`src/hw/rv_pkg.sv`:
```
package rv_pkg;

  localparam int XLEN = 32;

  typedef logic [XLEN-1:0] word_t;
  typedef logic [4:0]      reg_idx_t;

  // ****************************************
  // instruction encodings
  // ****************************************

  typedef enum logic [6:0] {
    OP_R      = 7'b0110011,
    OP_IMM    = 7'b0010011,
    OP_LOAD   = 7'b0000011,
    OP_STORE  = 7'b0100011,
    OP_BRANCH = 7'b1100011,
    OP_JAL    = 7'b1101111,
    OP_LUI    = 7'b0110111,
    OP_SYSTEM = 7'b1110011
  } opcode_t;

  typedef enum logic [2:0] {
    ALU_ADD,
    ALU_SUB,
    ALU_AND,
    ALU_OR,
    ALU_XOR,
    ALU_SLT
  } alu_op_t;

  // ****************************************
  // control
  // ****************************************

  typedef enum logic [3:0] {
    S_IDLE,
    S_FETCH,
    S_DECODE,
    S_MEM_ADR,
    S_MEM_READ,
    S_MEM_WB,
    S_MEM_WRITE,
    S_EXEC_R,
    S_EXEC_I,
    S_ALU_WB,
    S_JAL,
    S_BRANCH,
    S_LUI,
    S_HALT
  } state_t;

  typedef enum logic {ADR_PC, ADR_RESULT} adr_src_t;
  typedef enum logic [1:0] {A_PC, A_OLD_PC, A_RD1, A_ZERO} alu_src_a_t;
  typedef enum logic [1:0] {B_RD2, B_IMM, B_FOUR} alu_src_b_t;
  typedef enum logic [1:0] {RES_ALU_OUT, RES_DATA, RES_ALU_RESULT} result_src_t;

endpackage

```
`src/hw/alu.sv`:
```
`timescale 1ns/1ps

module alu import rv_pkg::*; (
  input  word_t   a,
  input  word_t   b,
  input  alu_op_t op,
  output word_t   result,
  output logic    zero
);

  always_comb begin
    case (op)
      ALU_ADD: result = a + b;
      ALU_SUB: result = a - b;
      ALU_AND: result = a & b;
      ALU_OR:  result = a | b;
      ALU_XOR: result = a ^ b;
      ALU_SLT: begin
        if ($signed(a) < $signed(b)) begin
          result = word_t'(1);
        end else begin
          result = '0;
        end
      end
      default: result = a + b;
    endcase
  end

  assign zero = (result == '0); // branches compare via SUB

endmodule

```
`src/hw/reg_file.sv`:
```
`timescale 1ns/1ps

module reg_file import rv_pkg::*; (
  input  logic     clk,
  input  logic     rst,
  input  reg_idx_t ra1,
  input  reg_idx_t ra2,
  input  reg_idx_t wa,
  input  logic     we,
  input  word_t    wd,
  output word_t    rd1,
  output word_t    rd2
);

  word_t regs [32];

  always_ff @(posedge clk) begin
    if (rst) begin
      for (int i = 0; i < 32; i++) begin
        regs[i] <= '0;
      end
    end else if (we && wa != '0) begin // x0 never written
      regs[wa] <= wd;
    end
  end

  assign rd1 = (ra1 == '0) ? '0 : regs[ra1];
  assign rd2 = (ra2 == '0) ? '0 : regs[ra2];

  // write-back data comes from the core's result mux
  a_wd_known: assert property (@(posedge clk) disable iff (rst) we |-> !$isunknown(wd));

endmodule

```
`src/hw/pc_unit.sv`:
```
`timescale 1ns/1ps

module pc_unit import rv_pkg::*; #(
  parameter word_t RESET_PC = '0
) (
  input  logic  clk,
  input  logic  rst,
  input  logic  pc_write,
  input  logic  ir_write,
  input  word_t next_pc,
  output word_t pc,
  output word_t pc_old
);

  always_ff @(posedge clk) begin
    if (rst) begin
      pc     <= RESET_PC;
      pc_old <= RESET_PC;
    end else begin
      if (ir_write) begin
        pc_old <= pc; // address of the instruction being latched
      end
      if (pc_write) begin
        pc <= next_pc;
      end
    end
  end

endmodule

```
`src/hw/instr_decode.sv`:
```
`timescale 1ns/1ps

module instr_decode import rv_pkg::*; (
  input  word_t      instr,
  output opcode_t    opcode,
  output logic [2:0] funct3,
  output reg_idx_t   rd,
  output reg_idx_t   rs1,
  output reg_idx_t   rs2,
  output word_t      imm,
  output alu_op_t    alu_op
);

  assign funct3 = instr[14:12];
  assign rd     = instr[11:7];
  assign rs1    = instr[19:15];
  assign rs2    = instr[24:20];

  always_comb begin
    case (instr[6:0])
      OP_R, OP_IMM, OP_LOAD, OP_STORE, OP_BRANCH, OP_JAL, OP_LUI: opcode = opcode_t'(instr[6:0]);
      default: opcode = OP_SYSTEM; // anything unknown halts
    endcase
  end

  always_comb begin
    case (opcode)
      OP_STORE:  imm = {{20{instr[31]}}, instr[31:25], instr[11:7]};
      OP_BRANCH: imm = {{19{instr[31]}}, instr[31], instr[7], instr[30:25], instr[11:8], 1'b0};
      OP_JAL:    imm = {{11{instr[31]}}, instr[31], instr[19:12], instr[20], instr[30:21], 1'b0};
      OP_LUI:    imm = {instr[31:12], 12'b0};
      default:   imm = {{20{instr[31]}}, instr[31:20]};
    endcase
  end

  always_comb begin
    alu_op = ALU_ADD; // addresses, LUI
    if (opcode == OP_BRANCH) begin
      alu_op = ALU_SUB;
    end else if (opcode == OP_R || opcode == OP_IMM) begin
      case (funct3)
        3'b000: alu_op = (opcode == OP_R && instr[30]) ? ALU_SUB : ALU_ADD;
        3'b010: alu_op = ALU_SLT;
        3'b100: alu_op = ALU_XOR;
        3'b110: alu_op = ALU_OR;
        3'b111: alu_op = ALU_AND;
        default: alu_op = ALU_ADD;
      endcase
    end
  end

endmodule

```
`src/hw/control_fsm.sv`:
```
`timescale 1ns/1ps

module control_fsm import rv_pkg::*; (
  input  logic        clk,
  input  logic        rst,
  input  logic        start,
  input  opcode_t     opcode,
  input  logic [2:0]  funct3,
  input  logic        zero,
  output adr_src_t    adr_src,
  output logic        ir_write,
  output logic        pc_write,
  output logic        reg_write,
  output logic        mem_we,
  output alu_src_a_t  alu_src_a,
  output alu_src_b_t  alu_src_b,
  output result_src_t result_src,
  output logic        core_active,
  output logic        halted
);

  state_t state, state_next;

  always_ff @(posedge clk) begin
    if (rst) begin
      state <= S_IDLE;
    end else begin
      state <= state_next;
    end
  end

  // ****************************************
  // next state
  // ****************************************

  always_comb begin
    state_next = state;
    case (state)
      S_IDLE:     if (start) state_next = S_FETCH;
      S_FETCH:    state_next = S_DECODE;
      S_DECODE: begin
        case (opcode)
          OP_LOAD, OP_STORE: state_next = S_MEM_ADR;
          OP_R:              state_next = S_EXEC_R;
          OP_IMM:            state_next = S_EXEC_I;
          OP_JAL:            state_next = S_JAL;
          OP_BRANCH:         state_next = S_BRANCH;
          OP_LUI:            state_next = S_LUI;
          default:           state_next = S_HALT; // ECALL
        endcase
      end
      S_MEM_ADR:  state_next = (opcode == OP_LOAD) ? S_MEM_READ : S_MEM_WRITE;
      S_MEM_READ: state_next = S_MEM_WB;
      S_EXEC_R, S_EXEC_I, S_JAL: state_next = S_ALU_WB;
      S_MEM_WB, S_MEM_WRITE, S_ALU_WB, S_BRANCH, S_LUI: state_next = S_FETCH;
      S_HALT:     state_next = S_HALT; // only rst leaves
      default:    state_next = S_IDLE;
    endcase
  end

  // ****************************************
  // outputs
  // ****************************************

  always_comb begin
    adr_src    = ADR_PC;
    alu_src_a  = A_PC;
    alu_src_b  = B_FOUR;
    result_src = RES_ALU_OUT;
    ir_write   = 1'b0;
    pc_write   = 1'b0;
    reg_write  = 1'b0;
    mem_we     = 1'b0;
    case (state)
      S_FETCH: begin
        result_src = RES_ALU_RESULT; // pc + 4
        pc_write   = 1'b1;
        ir_write   = 1'b1;
      end
      S_DECODE: begin // jump/branch target into alu_out
        alu_src_a = A_OLD_PC;
        alu_src_b = B_IMM;
      end
      S_MEM_ADR: begin
        alu_src_a = A_RD1;
        alu_src_b = B_IMM;
      end
      S_MEM_READ:  adr_src = ADR_RESULT;
      S_MEM_WB: begin
        result_src = RES_DATA;
        reg_write  = 1'b1;
      end
      S_MEM_WRITE: begin
        adr_src = ADR_RESULT;
        mem_we  = 1'b1;
      end
      S_EXEC_R: begin
        alu_src_a = A_RD1;
        alu_src_b = B_RD2;
      end
      S_EXEC_I: begin
        alu_src_a = A_RD1;
        alu_src_b = B_IMM;
      end
      S_ALU_WB:    reg_write = 1'b1;
      S_JAL: begin // pc <- target, alu_out <- link
        alu_src_a = A_OLD_PC;
        pc_write  = 1'b1;
      end
      S_BRANCH: begin
        alu_src_a = A_RD1;
        alu_src_b = B_RD2;
        pc_write  = funct3[0] ? !zero : zero; // bne : beq
      end
      S_LUI: begin
        alu_src_a  = A_ZERO;
        alu_src_b  = B_IMM;
        result_src = RES_ALU_RESULT;
        reg_write  = 1'b1;
      end
      default: ;
    endcase
  end

  assign core_active = (state != S_IDLE) && (state != S_HALT);
  assign halted      = (state == S_HALT);

  a_we_store: assert property (@(posedge clk) disable iff (rst)
    mem_we |-> (state == S_MEM_WRITE) && (opcode == OP_STORE));
  a_ir_fetch: assert property (@(posedge clk) disable iff (rst)
    (state != S_FETCH) && core_active |=> $stable(opcode));

endmodule

```
`src/hw/multicycle_core.sv`:
```
`timescale 1ns/1ps

module multicycle_core import rv_pkg::*; #(
  parameter word_t RESET_PC = '0
) (
  input  logic  clk,
  input  logic  rst,
  input  logic  start,
  output word_t mem_addr,
  output word_t mem_wdata,
  output logic  mem_we,
  input  word_t mem_rdata,
  output logic  core_active,
  output logic  halted
);

  adr_src_t    adr_src;
  alu_src_a_t  alu_src_a;
  alu_src_b_t  alu_src_b;
  result_src_t result_src;
  logic        ir_write, pc_write, reg_write, zero;

  word_t      pc, pc_old, instr, data, alu_out, data_a, data_b;
  word_t      rd1, rd2, imm, src_a, src_b, alu_result, result;
  opcode_t    opcode;
  logic [2:0] funct3;
  reg_idx_t   rd, rs1, rs2;
  alu_op_t    dec_alu_op, alu_op;

  control_fsm control_fsm_i (
    .clk, .rst, .start, .opcode, .funct3, .zero, .adr_src, .ir_write, .pc_write,
    .reg_write, .mem_we, .alu_src_a, .alu_src_b, .result_src, .core_active, .halted
  );

  pc_unit #(.RESET_PC(RESET_PC)) pc_unit_i (
    .clk, .rst, .pc_write, .ir_write, .next_pc(result), .pc, .pc_old
  );

  instr_decode instr_decode_i (
    .instr, .opcode, .funct3, .rd, .rs1, .rs2, .imm, .alu_op(dec_alu_op)
  );

  reg_file reg_file_i (
    .clk, .rst, .ra1(rs1), .ra2(rs2), .wa(rd), .we(reg_write), .wd(result), .rd1, .rd2
  );

  // pc arithmetic always adds, register operands follow the decoder
  assign alu_op = (alu_src_a == A_RD1) ? dec_alu_op : ALU_ADD;

  alu alu_i (.a(src_a), .b(src_b), .op(alu_op), .result(alu_result), .zero);

  always_ff @(posedge clk) begin
    if (rst) begin
      instr <= '0;
    end else if (ir_write) begin
      instr <= mem_rdata;
    end
  end

  always_ff @(posedge clk) begin // operand, data and alu-out latches
    data    <= mem_rdata;
    alu_out <= alu_result;
    data_a  <= rd1;
    data_b  <= rd2;
  end

  always_comb begin
    case (alu_src_a)
      A_PC:     src_a = pc;
      A_OLD_PC: src_a = pc_old;
      A_RD1:    src_a = data_a;
      default:  src_a = '0;
    endcase
    case (alu_src_b)
      B_RD2:   src_b = data_b;
      B_IMM:   src_b = imm;
      default: src_b = word_t'(4);
    endcase
    case (result_src)
      RES_DATA:       result = data;
      RES_ALU_RESULT: result = alu_result;
      default:        result = alu_out;
    endcase
  end

  assign mem_addr  = (adr_src == ADR_RESULT) ? result : pc;
  assign mem_wdata = data_b;

endmodule

```
`config.mk`:
```
export PLATFORM = sky130hd
export DESIGN_NAME = multicycle_core
export DESIGN_NICKNAME = d
export VERILOG_FILES = /design/src/hw/rv_pkg.sv /design/src/hw/alu.sv /design/src/hw/reg_file.sv /design/src/hw/pc_unit.sv /design/src/hw/instr_decode.sv /design/src/hw/control_fsm.sv /design/src/hw/multicycle_core.sv
export SDC_FILE = /design/constraint.sdc
export NUM_CORES = 2
export LEC_CHECK = 0
export ABC_CLOCK_PERIOD_IN_PS = 6970
export BUFFER_PORTS_ARGS = -buffer_cell sky130_fd_sc_hd__clkbuf_2
export CORE_MARGIN = 4
export CORE_UTILIZATION = 63
export CTS_CLUSTER_DIAMETER = 60
export DETAILED_ROUTE_END_ITERATION = 7
export PLACE_DENSITY = 0.81
export SLEW_MARGIN = 15
export SYNTH_ARGS = -nofsm -noshare
export SYNTH_HDL_FRONTEND = slang
export SYNTH_SLANG_ARGS = --single-unit
```
`constraint.sdc`:
```
create_clock -name clk -period 6.97 [get_ports clk]
set_input_delay 0 -clock clk [delete_from_list [all_inputs] [get_ports clk]]
set_output_delay 0 -clock clk [all_outputs]
set_load 0.01 [all_outputs]
```
# After elaboration in Yosys (flattened, before gate mapping)
# Memories as Yosys holds them, arrays and structs flattened. A register that Yosys moved wholly into a read port is not among the register bits.
# Cells that the tools add are included.
dict set report classes {
  add_sub_neg 2
  magnitude_cmp 1
  eq_ne 43
  muxes 34
  bitwise_logic 3
  reduce_logical 27
}
# operator count
set ops {}
lappend ops {{$pmux 32 s5} 1}
lappend ops {{$pmux 32 s2} 2}
lappend ops {{$pmux 31 s4} 1}
lappend ops {{$pmux 32 s3} 1}
lappend ops {{$mux 32} 2}
lappend ops {{$eq 7x6->1 const B} 6}
lappend ops {{$add 32x32->32} 1}
lappend ops {{$and 32x32->32} 1}
lappend ops {{$logic_not 32->1} 1}
lappend ops {{$lt 32x32->1} 1}
lappend ops {{$or 32x32->32} 1}
lappend ops {{$pmux 4 s8} 1}
lappend ops {{$reduce_or 32->1} 1}
lappend ops {{$sub 32x32->32} 1}
lappend ops {{$xor 32x32->32} 1}
lappend ops {{$eq 7x7->1 const B} 4}
lappend ops {{$eq 4x4->1 const B} 6}
lappend ops {{$pmux 4 s6} 1}
lappend ops {{$eq 4x3->1 const B} 4}
lappend ops {{$eq 3x3->1 const B} 5}
lappend ops {{$pmux 3 s5} 1}
lappend ops {{$eq 7x2->1 const B} 2}
lappend ops {{$eq 7x5->1 const B} 2}
lappend ops {{$mux 1} 13}
lappend ops {{30 further kinds} 50}
dict set report word_totals {
  register_bits 164
  ram_bits 1024
  in_bits 35
  out_inout_bits 67
  wordCells 117
  n_memories 1
}
# name depth width rd rd_clocked_by_memory_dff wr line
set memory_table {}
lappend memory_table {reg_file_i.regs 32 32 2 2 32 reg_file.sv:15} ;# word_t regs [32];

# Depth between registers and ports, before layout
dict set report logic_depth {
  ltp_word 16
  mapped_depth 25
  mapped_depth_nobuf 21
}

# By module
# A second synthesis with hierarchy kept.
dict set report hier_totals {
  cells_unflattened 5374
  hier_area_um2 70211.1
}
# mod instances cells_each area_each_um2 seq_area_each_um2
set by_module_without_submodules {}
lappend by_module_without_submodules {reg_file 1 3502 54253.3 30749.5}
lappend by_module_without_submodules {multicycle_core 1 566 6477.5 3203.1}
lappend by_module_without_submodules {alu 1 909 5856.9 0.0}
lappend by_module_without_submodules {pc_unit 1 207 2339.7 1281.2}
lappend by_module_without_submodules {instr_decode 1 107 757.0 0.0}
lappend by_module_without_submodules {control_fsm 1 83 526.8 80.1}

# Least setup slack after synthesis
# No wires, ideal clock.
dict set report synth_timing {
  kind {register -> register}
  from {reg instr[15]}
  to {reg pc_unit_i.pc[10]}
  setup_ns 0.121
  t_arrival_ns 6.039
  required_ns 6.849
  setup_slack_ns 0.809
  path_stages_with_launch 23
  path_buffers 7
  synth_period_minus_slack_ns 6.161
  cell_sequence {dfxtp_1 -> clkbuf_1 -> clkbuf_1 -> buf_1 -> clkbuf_1 -> buf_1 -> clkbuf_1 -> a21oi_1 -> o21a_1 -> ha_1 -> nand4_1 -> nor3_1 -> a211oi_1 -> nor3_1 -> o41ai_1 -> or4_1 -> nor4_1 -> nand4_1 -> nor4_2 -> a41o_2 -> nand3_2 -> buf_6 -> mux2_4}
}
dict set report synth_between {
  elab_chain_cells 9
  elab_cells_between_ends 14
  classes_between {add/sub (2); order compare (1); mux (6); bitwise (3); reduce/logical (2)}
}
# item line
set synth_rtl {}
lappend synth_rtl {{start, declared} multicycle_core.sv:23} ;# word_t pc, pc_old, instr, data, alu_out, data_a, data_b;
lappend synth_rtl {{start signal, assigned} multicycle_core.sv:56} ;# instr <= mem_rdata;
lappend synth_rtl {{$pmux 31 s4 (*)} instr_decode.sv:27} ;# case (opcode)
lappend synth_rtl {{$pmux 32 s2 (*)} multicycle_core.sv:74} ;# case (alu_src_b)
lappend synth_rtl {{$lt 32x32->1 (*)} alu.sv:19} ;# if ($signed(a) < $signed(b)) begin
lappend synth_rtl {{$mux 1 (*)} alu.sv:19}
lappend synth_rtl {{$pmux 32 s5 (*)} alu.sv:12} ;# case (op)
lappend synth_rtl {{net alu_i.result[0]} alu.sv:7} ;# output word_t result,
lappend synth_rtl {{$logic_not 32->1 (*)} alu.sv:29} ;# assign zero = (result == '0);
lappend synth_rtl {{$logic_not 1->1} control_fsm.sv:113} ;# pc_write = funct3[0] ? !zero : zero;
lappend synth_rtl {{$mux 1 (*)} control_fsm.sv:113}
lappend synth_rtl {{$pmux 1 s2 (*)} control_fsm.sv:74} ;# case (state)
lappend synth_rtl {{end signal, assigned} pc_unit.sv:24} ;# pc <= next_pc;
lappend synth_rtl {{end, declared} pc_unit.sv:11} ;# output word_t pc,
# The timed path passes the listed nets; every way through them passes the cells marked *.
# A chain may end at the register's enable or synchronous reset.

# Worst setup path in the final report
dict set report layout_timing {
  from {reg control_fsm_i.state[0]}
  to {reg pc_unit_i.pc[0]}
}
dict set report layout_between {
  elab_chain_cells 12
  elab_cells_between_ends 46
  classes_between {add/sub (2); order compare (1); eq/ne (19); mux (11); bitwise (3); reduce/logical (10)}
}
# item line
set layout_rtl {}
lappend layout_rtl {{start, declared} control_fsm.sv:22} ;# state_t state, state_next;
lappend layout_rtl {{start signal, assigned} control_fsm.sv:28} ;# state <= state_next;
lappend layout_rtl {{$eq 4x2->1 (tied with other cells)} control_fsm.sv:74}
lappend layout_rtl {{$reduce_or 4->1 (no source line) or $reduce_or 2->1 (tied branches)} -}
lappend layout_rtl {{$pmux 2 s3 or $pmux 2 s2 (tied branches)} control_fsm.sv:74}
lappend layout_rtl {{$eq 2x2->1 (tied with other cells)} {multicycle_core.sv:48, multicycle_core.sv:68}}
lappend layout_rtl {{$pmux 32 s3 or $pmux 32 s2 (tied branches)} {multicycle_core.sv:68, multicycle_core.sv:74}}
lappend layout_rtl {{$lt 32x32->1} alu.sv:19}
lappend layout_rtl {{$mux 1} alu.sv:19}
lappend layout_rtl {{$pmux 32 s5 (*)} alu.sv:12}
lappend layout_rtl {{net alu_i.result[0]} alu.sv:7}
lappend layout_rtl {{$logic_not 32->1} alu.sv:29}
lappend layout_rtl {{$logic_not 1->1} control_fsm.sv:113}
lappend layout_rtl {{$mux 1} control_fsm.sv:113}
lappend layout_rtl {{$pmux 1 s2} control_fsm.sv:74}
# Marked as above.

==> results.py <==
metrics = {
    "run_status": {
        "status": "finished with violations",
        "violations": "DRC",
    },
    "placement": {
        "place_hpwl_microns": 144000,
        "placed_cell_area_sq_um": 68200,
        "place_ws_ns": -0.218,
        "port_buffers": 101,
        "gp_routability_congestion": 1.05,
        "dp_cells": 6384,
    },
    "die": {
        "die_x_microns": 331,
        "floorplan.initialDensity_pct": 63.5,
        "die_y_microns": 331,
        "placeableCoreArea_sq_um": 103000,
        "pin_count": 102,
        "dieArea_sq_um": 110000,
        "rows": 118,
    },
    "clock_tree": {
        "cts_buffers": 120,
        "clock_sinks": 1252,
        "cts_buffer_depth": 3,
        "cts_tree": "yes",
        "cts_max_level": 3,
        "cts-root-buf": "clkbuf_16",
        "clk_latency_ns": 0.71,
        "path_clk_slew_ns": 0.06,
    },
    "final_layout": {
        "synthToLayoutAreaGrowth_pct": 10.6,
        "fin_cells": 6671,
        "fill_cells": 6652,
        "drive_gt1_share_pct": 24.0,
        "final_cell_area_sq_um": 72700,
        "finalNetCount": 5322,
    },
    "synth": {
        "synth_seq_cells": 1252,
        "synth_edf_count": 1024,
        "netlist_area_sq_um": 65700,
        "yosys.area_share.simple_pct": 10.5,
        "synthArstFlopShare_pct": 0,
        "yosysSeqAreaShare_pct": 53.7,
        "synthCells": 5178,
        "syn_area_per_cell_sq_um": 12.7,
        "ys.flop_type": "edfxtp_1",
        "synth_top_family_by_area": "multiplexers",
        "synth.area.mux_share_pct": 22.1,
        "ys_types": 82,
        "synth_xor_area_share_pct": 0.333,
        "yosysWarnings": 0,
        "synth-compound-area-share_pct": 7.90,
        "synthAdderAreaFrac_pct": 1.94,
    },
    "timing": {
        "setup_slack_ns": 0.142,
        "worst_pin_slew_ns": 1.28,
        "final.min_clock_period_ns": 6.83,
        "slew_violations": 0,
        "finClkSkew_ns": 0.0327,
        "post-route-period-util_pct": 98.0,
        "max_freq_mhz": 146,
        "hold_violations": 0,
        "setup_viol": 0,
        "whs_ns": 0.0294,
        "slew_headroom_pct": 14.8,
    },
    "power": {
        "p_leak_nw": 25.0,
        "powerDensity_nw_per_um2": 266,
        "ir_drop_v": 0.000230,
    },
    "routing": {
        "wl_met2_microns": 107000,
        "final_antenna_net_count": 0,
        "viasPerCell": 7.53,
        "drcViolationCount": 19,
        "dr.pass1.iters": 8,
        "wl_per_cell_microns": 35.4,
        "drt_iter0_drc": 9986,
        "via_count": 50300,
        "dr_wl_met3_microns": 35700,
        "wl_met1_microns": 72500,
        "top_layer": "met5",
        "wirelength_microns": 236000,
    },
    "worst_hold_path": {
        "whs_path_depth": 2,
        "worstHoldPathType": "in -> reg",
    },
    "global_route": {
        "grt_max_degree": 129,
        "grt_pass1_vias": 50700,
        "track_usage_pct": 43.2,
        "grt_pass1_wl_microns": 340000,
        "antenna_found_initial": 8,
        "gr-total-overflow": 0,
    },
    "setup_path": {
        "max_stage_delay_ns": 0.71,
        "criticalPathCategory": "reg -> reg",
        "worstPathArrival_ns": 7.42,
        "worst_setup_path_end_kind": "flop",
        "path_buf_inv": 5,
        "crit_fanout": 23,
        "crit_chain": "clkinv_1, o21ai_0, a21oi_2, buf_6, a222oi_1, inv_1, ha_1, inv_1, a31oi_1, a2bb2oi_1, o22a_1, o41ai_4, or4_1, nor4_4, nand4_1, nor4_2, nand4_1, nand3_2, buf_12, mux2_2",
        "worst-path-stages": 20,
        "crit_family": "compound AO/OA/AOI/OAI gates",
        "worst-r2r-cell-count": 20,
        "slowest_stage": "a222oi_1",
        "required_ns": 7.56,
        "startpoint_type": "flop",
    },
    "job": {
        "drv_cap": 0,
    },
}
## cell usage after synthesis (15+ instances only)
library cell | count | area [sq um]
o211ai_1 | 18 | 135
a22oi_1 | 18 | 135
edfxtp_1 | 1024 | 30700
mux2_4 | 20 | 300
o21ai_1 | 35 | 175
nor2_1 | 1170 | 4390
nand3_1 | 24 | 120
inv_1 | 102 | 383
nand4_1 | 22 | 138
mux4_2 | 552 | 12400
dfxtp_1 | 228 | 4560
o22ai_1 | 52 | 325
a21o_1 | 22 | 165
ha_1 | 98 | 1230
a22o_1 | 35 | 307
clkbuf_1 | 427 | 1600
mux2i_1 | 128 | 1280
buf_1 | 73 | 274
a221oi_1 | 26 | 228
a222oi_1 | 32 | 320
a221o_1 | 36 | 360
nand2b_1 | 43 | 269
o221ai_1 | 24 | 210
a211oi_1 | 23 | 173
nand2_1 | 274 | 1030
nor4_1 | 15 | 93.8
nor2b_1 | 36 | 225
nor3_1 | 43 | 215
mux2_2 | 43 | 484
xnor2_1 | 20 | 175
o21ai_0 | 117 | 586
a21oi_1 | 179 | 896
## power breakdown
| part | switching [mW] | internal, mW |
|---|---|---|
| clock | 2.88 | 3.61 |
| combinational | 2.69 | 1.38 |
| sequential | 0.324 | 8.44 |
## logic make-up after synthesis
logic type / Yosys count
and+or+nand+nor: 1687
DFF: 1252
AOI/OAI and AO/OA: 756
muxes: 743
buffers and inverters: 613
adders and majority gates: 101
xor gates and xnor gates: 25
other: 1
## cell usage in the layout, fill, tap and decap left out, types with 22 or more instances in the layout
| cell | Yosys | final |
|---|---|---|
| a211oi_1 | 23 | 22 |
| a21o_1 | 22 | 22 |
| a21oi_1 | 179 | 176 |
| a221o_1 | 36 | 36 |
| a221oi_1 | 26 | 25 |
| a222oi_1 | 32 | 32 |
| a22o_1 | 35 | 35 |
| buf_4 | 0 | 203 |
| clkbuf_16 | 0 | 126 |
| clkbuf_2 | 0 | 103 |
| clkinv_2 | 0 | 31 |
| conb_1 | 1 | 32 |
| dfxtp_1 | 228 | 217 |
| dlygate4sd3_1 | 0 | 52 |
| edfxtp_1 | 1024 | 1024 |
| ha_1 | 98 | 95 |
| inv_1 | 102 | 104 |
| mux2_2 | 43 | 43 |
| mux2i_1 | 128 | 128 |
| mux4_2 | 552 | 552 |
| nand2_1 | 274 | 256 |
| nand2b_2 | 0 | 31 |
| nand3_1 | 24 | 24 |
| nand4_1 | 22 | 22 |
| nor2_1 | 1170 | 1166 |
| nor2b_1 | 36 | 35 |
| nor3_1 | 43 | 41 |
| o21ai_0 | 117 | 112 |
| o21ai_2 | 0 | 32 |
| o221ai_1 | 24 | 24 |
| o22ai_1 | 52 | 51 |
## metal layers
layer	GRT usage [%]	vias to the layer above
li1	-	19600
met1	53.1	24400
met2	66.2	5042
met3	12.8	1291
met4	30.2	12
met5	0	-
## final cells by class
type	count	area (sq um)	area share, %
flip-flops and latches	1252	35400	48.6
diodes	1	2.50	0.00344
well taps	1380	1730	2.38
multi-input cells	3344	28600	39.3
clock buffers	164	3470	4.77
repair buffers	366	2750	3.78
clock inverters	61	413	0.568
inverters	103	387	0.532
## worst register-to-register path: stages, from the launching register on
cell and delay, ns:
dfxtp_1 0.41, clkinv_1 0.27, o21ai_0 0.29, a21oi_2 0.19
buf_6 0.24, a222oi_1 0.73, inv_1 0.16, ha_1 0.39
inv_1 0.13, a31oi_1 0.53, a2bb2oi_1 0.34, o22a_1 0.37
o41ai_4 0.22, or4_1 0.59, nor4_4 0.39, nand4_1 0.22
nor4_2 0.34, nand4_1 0.18, nand3_2 0.13, buf_12 0.23
mux2_2 0.37
## final timing paths
kind / from / to / slack (ns)
max reg2reg: control_fsm_i.state[0] / pc_unit_i.pc[0] / 0.14
min reg2reg: pc_unit_i.pc_old[17] / pc_unit_i.pc_old[17] / 0.46
min: mem_rdata[31] / data[31] / 0.03
max: control_fsm_i.state[0] / pc_unit_i.pc[0] / 0.14
## repair_timing
item / in CTS / in global routing
resized for setup: 3 / 16
endpoints found under the setup margin: 35 / 112
hold endpoints to repair: 90 / 0
pin swaps: 2 / 4
setup buffers: 4 / 5
hold buffers: 52 / 0
## flip-flops by register name, indices dropped and copies added (netlist names)
| signal | count |
|---|---|
| data_a | 32 |
| alu_out | 32 |
| reg_file_i.regs | 1024 |
| data | 32 |
| control_fsm_i.state | 4 |
| mem_wdata | 32 |
| pc_unit_i.pc | 32 |
| pc_unit_i.pc_old | 32 |
| instr | 32 |
## per-stage QoR
step	setup TNS [ns]	utilization (%)	power [mW]
after CTS	0	70.2	19.1
after global placement	-4.38	65.8	12.6
after detailed placement	-4.72	65.9	12.7
after global routing	-0.0112	70.2	19.8
after floorplan	0	-	11.2
final	0	70.2	19.3
(Power assumes the default switching activity.)
